[src/source/rapid_recovery_pkg.sv]
// Rapid recovery package with shared widths, register file depth and recovery states
package rapid_recovery_pkg;

  // Integer register file geometry
  // Matches the RV32 integer register file of the core
  localparam int unsigned RfDepth = 32;

  // Address width of one register file port
  localparam int unsigned RfAddrWidth = 5;

  // Width of registers, CSRs and the program counter
  localparam int unsigned DataWidth = 32;

  // Recovery controller states
  // IDLE     core runs normally, backup copies are updated
  // RESET    one cycle, setback and fetch lock are issued
  // HALT     waiting for the core to enter debug mode
  // RESTORE  saved state is streamed back to the core
  typedef enum logic [1:0] {
    IDLE    = 2'd0,
    RESET   = 2'd1,
    HALT    = 2'd2,
    RESTORE = 2'd3
  } recovery_mode_e;

endpackage

[src/source/rr_address_generator.sv]
// Restore address generator producing register file offsets and CSR indices
module rr_address_generator
  import rapid_recovery_pkg::*;
#(
  parameter int unsigned NumRfPorts = 2,
  parameter int unsigned NumCsr = 4,
  localparam int unsigned CsrIdWidth = (NumCsr > 1) ? $clog2(NumCsr) : 1
) (
  input  logic                   clk_i,
  input  logic                   rst_ni,
  input  logic                   enable_i,
  output logic [RfAddrWidth-1:0] rf_offset_o,
  output logic                   rf_valid_o,
  output logic [CsrIdWidth-1:0]  csr_id_o,
  output logic                   csr_valid_o,
  output logic                   done_o
);

  // One extra bit so each counter can sit on its limit
  localparam int unsigned RfCntWidth = RfAddrWidth + 1;
  localparam int unsigned CsrCntWidth = CsrIdWidth + 1;

  // Offsets each port has to walk through
  localparam logic [RfCntWidth-1:0] RfLimit = RfCntWidth'(RfDepth / NumRfPorts);
  localparam logic [CsrCntWidth-1:0] CsrLimit = CsrCntWidth'(NumCsr);

  // The longer of the two sequences decides when restore is over
  localparam bit RfIsLonger = (RfDepth / NumRfPorts) >= NumCsr;

  logic [RfCntWidth-1:0]  rf_cnt_d, rf_cnt_q;
  logic [CsrCntWidth-1:0] csr_cnt_d, csr_cnt_q;

  // Counters still below their limits
  assign rf_valid_o  = rf_cnt_q < RfLimit;
  assign csr_valid_o = csr_cnt_q < CsrLimit;

  assign rf_offset_o = rf_cnt_q[RfAddrWidth-1:0];
  assign csr_id_o    = csr_cnt_q[CsrIdWidth-1:0];

  // Next counts, saturating at the limit and cleared when disabled
  always_comb begin
    rf_cnt_d  = '0;
    csr_cnt_d = '0;
    if (enable_i) begin
      rf_cnt_d  = rf_valid_o ? rf_cnt_q + 1'b1 : rf_cnt_q;
      csr_cnt_d = csr_valid_o ? csr_cnt_q + 1'b1 : csr_cnt_q;
    end
  end

  // Last count of the longer sequence is on the outputs
  if (RfIsLonger) begin : gen_done_rf
    assign done_o = enable_i & (rf_cnt_q == RfLimit - 1'b1);
  end else begin : gen_done_csr
    assign done_o = enable_i & (csr_cnt_q == CsrLimit - 1'b1);
  end

  always_ff @(posedge clk_i, negedge rst_ni) begin
    if (!rst_ni) begin
      rf_cnt_q  <= '0;
      csr_cnt_q <= '0;
    end else begin
      rf_cnt_q  <= rf_cnt_d;
      csr_cnt_q <= csr_cnt_d;
    end
  end

endmodule

[src/source/rr_backup_regfile.sv]
// Shadow integer register file, written from core write-back and read during restore
module rr_backup_regfile
  import rapid_recovery_pkg::*;
#(
  parameter int unsigned NumRfPorts = 2
) (
  input  logic                                    clk_i,
  input  logic                                    rst_ni,
  // Backup side, mirrors the core write-back port
  input  logic                                    backup_en_i,
  input  logic                                    we_i,
  input  logic [RfAddrWidth-1:0]                  waddr_i,
  input  logic [DataWidth-1:0]                    wdata_i,
  // Restore side, one read port per restore lane
  input  logic [NumRfPorts-1:0][RfAddrWidth-1:0]  raddr_i,
  output logic [NumRfPorts-1:0][DataWidth-1:0]    rdata_o
);

  // Shadow copies of the core registers
  logic [DataWidth-1:0] regs_q [RfDepth];

  // One-hot write decode
  logic [RfDepth-1:0] we_dec;

  // Writes only count while the controller allows backups
  logic wr_active;

  assign wr_active = backup_en_i & we_i;

  always_comb begin
    we_dec = '0;
    for (int unsigned r = 0; r < RfDepth; r++) begin
      if (waddr_i == RfAddrWidth'(r)) begin
        we_dec[r] = wr_active;
      end
    end
    // x0 is hardwired to zero in the core
    we_dec[0] = 1'b0;
  end

  // Storage update
  // Register 0 is cleared by reset and never written afterwards
  always_ff @(posedge clk_i, negedge rst_ni) begin
    if (!rst_ni) begin
      for (int unsigned r = 0; r < RfDepth; r++) begin
        regs_q[r] <= '0;
      end
    end else begin
      for (int unsigned r = 0; r < RfDepth; r++) begin
        if (we_dec[r]) begin
          regs_q[r] <= wdata_i;
        end
      end
    end
  end

  // Combinational read ports
  // Each restore lane sees its own slice of the file
  for (genvar p = 0; p < NumRfPorts; p++) begin : gen_rd_port
    assign rdata_o[p] = regs_q[raddr_i[p]];
  end

endmodule

[src/source/rr_csr_pc_backup.sv]
// Shadow CSR array and program counter, captured during backup and read back by index
module rr_csr_pc_backup
  import rapid_recovery_pkg::*;
#(
  parameter int unsigned NumCsr = 4,
  localparam int unsigned CsrIdWidth = (NumCsr > 1) ? $clog2(NumCsr) : 1
) (
  input  logic                  clk_i,
  input  logic                  rst_ni,
  input  logic                  backup_en_i,
  // CSR backup port
  input  logic                  csr_we_i,
  input  logic [CsrIdWidth-1:0] csr_id_i,
  input  logic [DataWidth-1:0]  csr_wdata_i,
  // PC backup port
  input  logic                  pc_we_i,
  input  logic [DataWidth-1:0]  pc_i,
  // Restore read side
  input  logic [CsrIdWidth-1:0] csr_rid_i,
  output logic [DataWidth-1:0]  csr_rdata_o,
  output logic [DataWidth-1:0]  pc_o
);

  // Upper bound on ids, needed when NumCsr is not a power of two
  localparam logic [CsrIdWidth:0] CsrLimit = (CsrIdWidth + 1)'(NumCsr);

  logic [DataWidth-1:0] csrs_q [NumCsr];
  logic [DataWidth-1:0] pc_q;

  logic csr_wr_ok;
  logic csr_rd_ok;

  // Out of range ids are dropped on write and read as zero
  assign csr_wr_ok = backup_en_i & csr_we_i & ({1'b0, csr_id_i} < CsrLimit);
  assign csr_rd_ok = {1'b0, csr_rid_i} < CsrLimit;

  always_ff @(posedge clk_i, negedge rst_ni) begin
    if (!rst_ni) begin
      for (int unsigned c = 0; c < NumCsr; c++) begin
        csrs_q[c] <= '0;
      end
      pc_q <= '0;
    end else begin
      if (csr_wr_ok) begin
        csrs_q[csr_id_i] <= csr_wdata_i;
      end
      // PC follows the core only while backups run
      if (backup_en_i && pc_we_i) begin
        pc_q <= pc_i;
      end
    end
  end

  // Restore data, one CSR per cycle
  assign csr_rdata_o = csr_rd_ok ? csrs_q[csr_rid_i] : '0;

  // Saved PC is presented for the whole restore
  assign pc_o = pc_q;

endmodule

[src/source/hmr_rapid_recovery_ctrl.sv]
// Rapid recovery controller sequencing setback, debug halt, state restore and resume
module hmr_rapid_recovery_ctrl
  import rapid_recovery_pkg::*;
#(
  parameter int unsigned NumRfPorts = 2,
  parameter int unsigned NumCsr = 4,
  localparam int unsigned CsrIdWidth = (NumCsr > 1) ? $clog2(NumCsr) : 1
) (
  input  logic                                   clk_i,
  input  logic                                   rst_ni,
  // Recovery handshake
  input  logic                                   start_recovery_i,
  output logic                                   recovery_finished_o,
  // Core control
  output logic                                   setback_o,
  output logic                                   instr_lock_o,
  output logic                                   debug_req_o,
  input  logic                                   debug_halt_i,
  output logic                                   debug_resume_o,
  // Backup store control
  output logic                                   backup_enable_o,
  output logic                                   recover_csr_enable_o,
  output logic                                   recover_pc_enable_o,
  output logic                                   recover_rf_enable_o,
  // Restore write addressing
  output logic [NumRfPorts-1:0]                  rf_restore_we_o,
  output logic [NumRfPorts-1:0][RfAddrWidth-1:0] rf_restore_addr_o,
  output logic                                   csr_restore_we_o,
  output logic [CsrIdWidth-1:0]                  csr_id_o
);

  // Register file slice per restore port
  localparam int unsigned RfStride = RfDepth / NumRfPorts;

  recovery_mode_e rec_mode_d, rec_mode_q;

  logic instr_lock_d, instr_lock_q;
  logic setback_d, setback_q;

  logic                   addr_gen_done;
  logic [RfAddrWidth-1:0] rf_offset;
  logic                   rf_valid;
  logic                   csr_valid;

  // Walks offsets and ids while restore is active
  rr_address_generator #(
    .NumRfPorts (NumRfPorts),
    .NumCsr     (NumCsr)
  ) i_address_generator (
    .clk_i,
    .rst_ni,
    .enable_i    (recover_rf_enable_o),
    .rf_offset_o (rf_offset),
    .rf_valid_o  (rf_valid),
    .csr_id_o    (csr_id_o),
    .csr_valid_o (csr_valid),
    .done_o      (addr_gen_done)
  );

  // Each port restores its own contiguous slice
  for (genvar p = 0; p < NumRfPorts; p++) begin : gen_rf_port
    assign rf_restore_we_o[p]   = recover_rf_enable_o & rf_valid;
    assign rf_restore_addr_o[p] = RfAddrWidth'(p * RfStride) + rf_offset;
  end

  // CSRs go back one per cycle
  assign csr_restore_we_o = recover_csr_enable_o & csr_valid;

  assign setback_o    = setback_q;
  assign instr_lock_o = instr_lock_q;

  always_comb begin
    rec_mode_d           = rec_mode_q;
    instr_lock_d         = instr_lock_q;
    setback_d            = 1'b0;
    backup_enable_o      = 1'b0;
    debug_req_o          = 1'b0;
    debug_resume_o       = 1'b0;
    recovery_finished_o  = 1'b0;
    recover_csr_enable_o = 1'b0;
    recover_pc_enable_o  = 1'b0;
    recover_rf_enable_o  = 1'b0;

    unique case (rec_mode_q)
      IDLE: begin
        // Normal operation, keep shadow state current
        if (start_recovery_i) begin
          rec_mode_d = RESET;
        end else begin
          backup_enable_o = 1'b1;
        end
      end
      RESET: begin
        // Flush the core and block further fetches
        setback_d    = 1'b1;
        instr_lock_d = 1'b1;
        rec_mode_d   = HALT;
      end
      HALT: begin
        // Hold the request until the core reports halted
        debug_req_o = 1'b1;
        if (debug_halt_i) begin
          rec_mode_d = RESTORE;
        end
      end
      RESTORE: begin
        recover_csr_enable_o = 1'b1;
        recover_pc_enable_o  = 1'b1;
        recover_rf_enable_o  = 1'b1;
        // Last restore cycle, hand the core back
        if (addr_gen_done) begin
          instr_lock_d        = 1'b0;
          debug_resume_o      = 1'b1;
          recovery_finished_o = 1'b1;
          rec_mode_d          = IDLE;
        end
      end
      default: rec_mode_d = IDLE;
    endcase
  end

  always_ff @(posedge clk_i, negedge rst_ni) begin
    if (!rst_ni) begin
      rec_mode_q   <= IDLE;
      instr_lock_q <= 1'b0;
      setback_q    <= 1'b0;
    end else begin
      rec_mode_q   <= rec_mode_d;
      instr_lock_q <= instr_lock_d;
      setback_q    <= setback_d;
    end
  end

endmodule

[src/source/rapid_recovery_unit.sv]
// Rapid recovery unit top, joining the controller with the shadow register, CSR and PC stores
module rapid_recovery_unit
  import rapid_recovery_pkg::*;
#(
  parameter int unsigned NumRfPorts = 2,
  parameter int unsigned NumCsr = 4,
  localparam int unsigned CsrIdWidth = (NumCsr > 1) ? $clog2(NumCsr) : 1
) (
  input  logic                                   clk_i,
  input  logic                                   rst_ni,
  // Recovery handshake
  input  logic                                   start_recovery_i,
  output logic                                   recovery_finished_o,
  // Core control
  output logic                                   setback_o,
  output logic                                   instr_lock_o,
  output logic                                   debug_req_o,
  input  logic                                   debug_halt_i,
  output logic                                   debug_resume_o,
  // Backup inputs from the core
  input  logic                                   core_rf_we_i,
  input  logic [RfAddrWidth-1:0]                 core_rf_waddr_i,
  input  logic [DataWidth-1:0]                   core_rf_wdata_i,
  input  logic                                   core_csr_we_i,
  input  logic [CsrIdWidth-1:0]                  core_csr_id_i,
  input  logic [DataWidth-1:0]                   core_csr_wdata_i,
  input  logic                                   core_pc_we_i,
  input  logic [DataWidth-1:0]                   core_pc_i,
  // Restore outputs to the core
  output logic [NumRfPorts-1:0]                  rf_restore_we_o,
  output logic [NumRfPorts-1:0][RfAddrWidth-1:0] rf_restore_addr_o,
  output logic [NumRfPorts-1:0][DataWidth-1:0]   rf_restore_data_o,
  output logic                                   csr_restore_we_o,
  output logic [CsrIdWidth-1:0]                  csr_restore_id_o,
  output logic [DataWidth-1:0]                   csr_restore_data_o,
  output logic                                   pc_restore_we_o,
  output logic [DataWidth-1:0]                   pc_restore_o
);

  logic backup_enable;

  // Sequencing and restore addressing
  hmr_rapid_recovery_ctrl #(
    .NumRfPorts (NumRfPorts),
    .NumCsr     (NumCsr)
  ) i_ctrl (
    .clk_i,
    .rst_ni,
    .start_recovery_i,
    .recovery_finished_o,
    .setback_o,
    .instr_lock_o,
    .debug_req_o,
    .debug_halt_i,
    .debug_resume_o,
    .backup_enable_o      (backup_enable),
    .recover_csr_enable_o (),
    .recover_pc_enable_o  (pc_restore_we_o),
    .recover_rf_enable_o  (),
    .rf_restore_we_o,
    .rf_restore_addr_o,
    .csr_restore_we_o,
    .csr_id_o             (csr_restore_id_o)
  );

  // Restore addresses double as read addresses
  rr_backup_regfile #(
    .NumRfPorts (NumRfPorts)
  ) i_backup_regfile (
    .clk_i,
    .rst_ni,
    .backup_en_i (backup_enable),
    .we_i        (core_rf_we_i),
    .waddr_i     (core_rf_waddr_i),
    .wdata_i     (core_rf_wdata_i),
    .raddr_i     (rf_restore_addr_o),
    .rdata_o     (rf_restore_data_o)
  );

  rr_csr_pc_backup #(
    .NumCsr (NumCsr)
  ) i_csr_pc_backup (
    .clk_i,
    .rst_ni,
    .backup_en_i (backup_enable),
    .csr_we_i    (core_csr_we_i),
    .csr_id_i    (core_csr_id_i),
    .csr_wdata_i (core_csr_wdata_i),
    .pc_we_i     (core_pc_we_i),
    .pc_i        (core_pc_i),
    .csr_rid_i   (csr_restore_id_o),
    .csr_rdata_o (csr_restore_data_o),
    .pc_o        (pc_restore_o)
  );

endmodule

[config.mk]
export PLATFORM = sky130hd
export DESIGN_NAME = rapid_recovery_unit
export DESIGN_NICKNAME = d
export VERILOG_FILES = /design/src/source/rapid_recovery_pkg.sv /design/src/source/rr_address_generator.sv /design/src/source/rr_backup_regfile.sv /design/src/source/rr_csr_pc_backup.sv /design/src/source/hmr_rapid_recovery_ctrl.sv /design/src/source/rapid_recovery_unit.sv
export SDC_FILE = /design/constraint.sdc
export NUM_CORES = 2
export LEC_CHECK = 0
export ABC_CLOCK_PERIOD_IN_PS = 5400
export BUFFER_PORTS_ARGS = -buffer_cell sky130_fd_sc_hd__buf_4
export CORE_MARGIN = 2
export CORE_UTILIZATION = 55
export DETAILED_ROUTE_END_ITERATION = 8
export PLACE_DENSITY_LB_ADDON = 0.08
export SKIP_CTS_REPAIR_TIMING = 1
export SYNTH_ARGS = -nofsm -noshare
export SYNTH_HDL_FRONTEND = slang
export SYNTH_HIERARCHICAL = 1
export SYNTH_SLANG_ARGS = --single-unit
[constraint.sdc]
create_clock -name clk_i -period 5.4 [get_ports clk_i]
set_clock_uncertainty 0.05 [all_clocks]
set_input_delay 1.08 -clock clk_i [delete_from_list [all_inputs] [get_ports clk_i]]
set_output_delay 1.08 -clock clk_i [all_outputs]
set_load 0.005 [all_outputs]
==> impl_metrics.tcl <==
set metrics [dict create \
    status "completed" \
    rows 121 \
    ant_nets 0 \
    clk_latency_ns 0.75 \
    ioPinCount 259 \
    yosys_warnings 6 \
    crit_chain "buf_12 > mux4_2 > a22o_1 > o21ai_1 > o31ai_1 > buf_4" \
    critPathLaunchType "flop" \
    worstMarginPinSlew_ns 1.121 \
    vdd_drop_max_v 0.0003909 \
    cts.htree.levels 4 \
    slew_violations 0 \
    slowest_delay_ns 0.86 \
    grt_setup_unrepaired "no" \
    endpoint "rf_restore_data_o[33]" \
    maxCapViolCount 0 \
    swShare_pct 28.34 \
    p_int_mw 20.13 \
    reg2reg_from "i_ctrl/rec_mode_q[0]" \
    p_switching_mw 7.959 \
    finalSetupViolCount 0 \
    via_per_inst 6.612 \
    globalplace.congestion 0.7964 \
    critPathKind "flop to output pin" \
    max_clock_freq_mhz 198.9 \
    grt_pass1_wl_mm 261.0 \
    cpLargestDelayFamily "buffers and inverters" \
    numClockSinks 1165 \
    path_depth 6 \
    cts_buffer_depth 3 \
    cp_slowest_cell "dfrtp_4" \
    dieHeight_microns 336.4 \
    reg2reg_slack_ns 1.58 \
    grtUsageTotal_pct 31.18 \
    p_leak_nw 30.99 \
    power.density_mw_per_mm2 408.9 \
    dr.pass1.iters 6 \
    p_comb_share_pct 25.6 \
    coreArea_sq_mm 0.1092 \
    initial_core_util_pct 55.66 \
    maxSlewHeadroom_pct 25.26 \
    drive_above_1_share_pct 51.84 \
    die_area_sq_mm 0.1131 \
    antenna_found_initial 4 \
    fin_total_pwr_mw 28.09 \
    crit_required_ns 4.27 \
    wl_per_cell_microns 30.09 \
    cts_inserted_buffers 134 \
    p_seq_share_pct 40.8 \
    holdCritPathClass "primary input to asynchronous set/reset pin" \
    cts_tree "built" \
    wirelength_mm 173.1 \
    drc_errors 0 \
    power_frac_clock_pct 33.6 \
    clkTransAtPathRegs_ns 0.06 \
    critical_path.startpoint "i_ctrl/i_address_generator/rf_cnt_q[2]" \
    crit_fanout 148 \
    r2r_cells 8 \
    syn_avg_cell_area_sq_um 14.86 \
    grt_max_degree 149 \
    arrival_ns 3.90 \
    hpwl_mm 103.6 \
    syn_area_sq_mm 0.06075 \
    end_kind "output pin" \
    r2r_end "i_backup_regfile/regs_q[672]" \
    finalHoldViolCount 0 \
    tns_ns 0 \
    fin_area_sq_mm 0.06868 \
    syn_to_final_growth_pct 13.05 \
    dr_total_vias 38047 \
    overflow 0 \
    grt_pass1_vias 39567 \
    finish.net_count 4282 \
    dr.first_iter.drc_count 3336 \
    die_w_microns 336.4 \
    port_buffers 258 \
    clock-root-buffer "clkbuf_16" \
    post_synth_inst_count 4088 \
    fin_crit_ns 5.029 \
    path_buf_inv 2 \
    postPlaceCellArea_sq_mm 0.06405 \
    fin_crit_sh_pct 93.13 \
    syn_nets 4204 \
]
cell type report:
class                   count  area (sq um)
inverters                   8         35.03
clock buffers             206          4104
flip-flops and latches   1165         29170
clock inverters            41         526.8
multi-input cells        2474         29670
diodes                      1         2.502
well taps                1476          1847
repair buffers            383          3321
fillers                  8217         40480
power groups by stage:
stage	logic [mW]	clock network [mW]	registers, mW
2_1_floorplan	5.60	0	11.0
4_1_cts	7.28	9.61	11.4
6_report	7.20	9.43	11.5
5_1_grt	7.74	9.98	11.7
3_3_place_gp	7.14	0	11.5
3_5_place_dp	7.26	0	11.6
flip-flops by register name, indices dropped and copies added, names as in the netlist:
signal,cells
i_ctrl/instr_lock_o,1
i_csr_pc_backup/pc_o,32
i_ctrl/i_address_generator/csr_cnt_q,3
i_ctrl/setback_o,1
i_ctrl/i_address_generator/rf_cnt_q,6
i_ctrl/rec_mode_q,2
i_csr_pc_backup/csrs_q,128
i_backup_regfile/regs_q,992
stage by stage:
stage	hold WS, ns	std cells	setup WS [ns]	util [%]
after floorplan	0.4033	4088	2.246	-
after global placement	0.4132	5506	1.171	58.67
after detailed placement	0.4243	5506	1.179	58.67
after global routing	0.3552	5754	0.2119	62.92
after CTS	0.3114	5753	0.3687	62.92
final	0.2859	5754	0.3712	62.92
per-layer routing:
metal	vias to the layer above	GRT usage, %	routed length, microns
li1	15878	-	-
met1	20414	43.20	72990
met2	1434	49.21	81970
met3	315	6.897	12980
met4	6	10.16	5144
met5	-	0.2128	41
how the worst min path moves through the flow:
| stage | start | end | slack (ns) | cells after the start |
|---|---|---|---|---|
| after detailed placement | i_csr_pc_backup/csrs_q[122] | i_csr_pc_backup/csrs_q[122] | 0.42 | 1 |
| final | rst_ni | i_backup_regfile/regs_q[679] | 0.29 | 1 |
| after global placement | i_csr_pc_backup/csrs_q[120] | i_csr_pc_backup/csrs_q[120] | 0.41 | 1 |
| after global routing | rst_ni | i_backup_regfile/regs_q[679] | 0.36 | 1 |
| after CTS | rst_ni | i_backup_regfile/regs_q[679] | 0.31 | 1 |
| after floorplan | i_csr_pc_backup/csrs_q[100] | i_csr_pc_backup/csrs_q[100] | 0.40 | 1 |
cells in the final DEF (no fill, tap or decap), drive strengths merged, types with 5 or more instances in the layout:
cell type,n
a211oi,64
clkbuf,206
nand3,8
nor2b,12
and3,33
o22ai,64
nand2b,5
bufinv,10
o21ai,65
o31ai,64
nand2,79
clkinv,26
mux2,1217
mux2i,163
and2,41
inv,10
mux4,416
ha,6
a22o,192
dfrtp,1165
nor2,24
buf,383
Power figures use the tool's default switching activity.
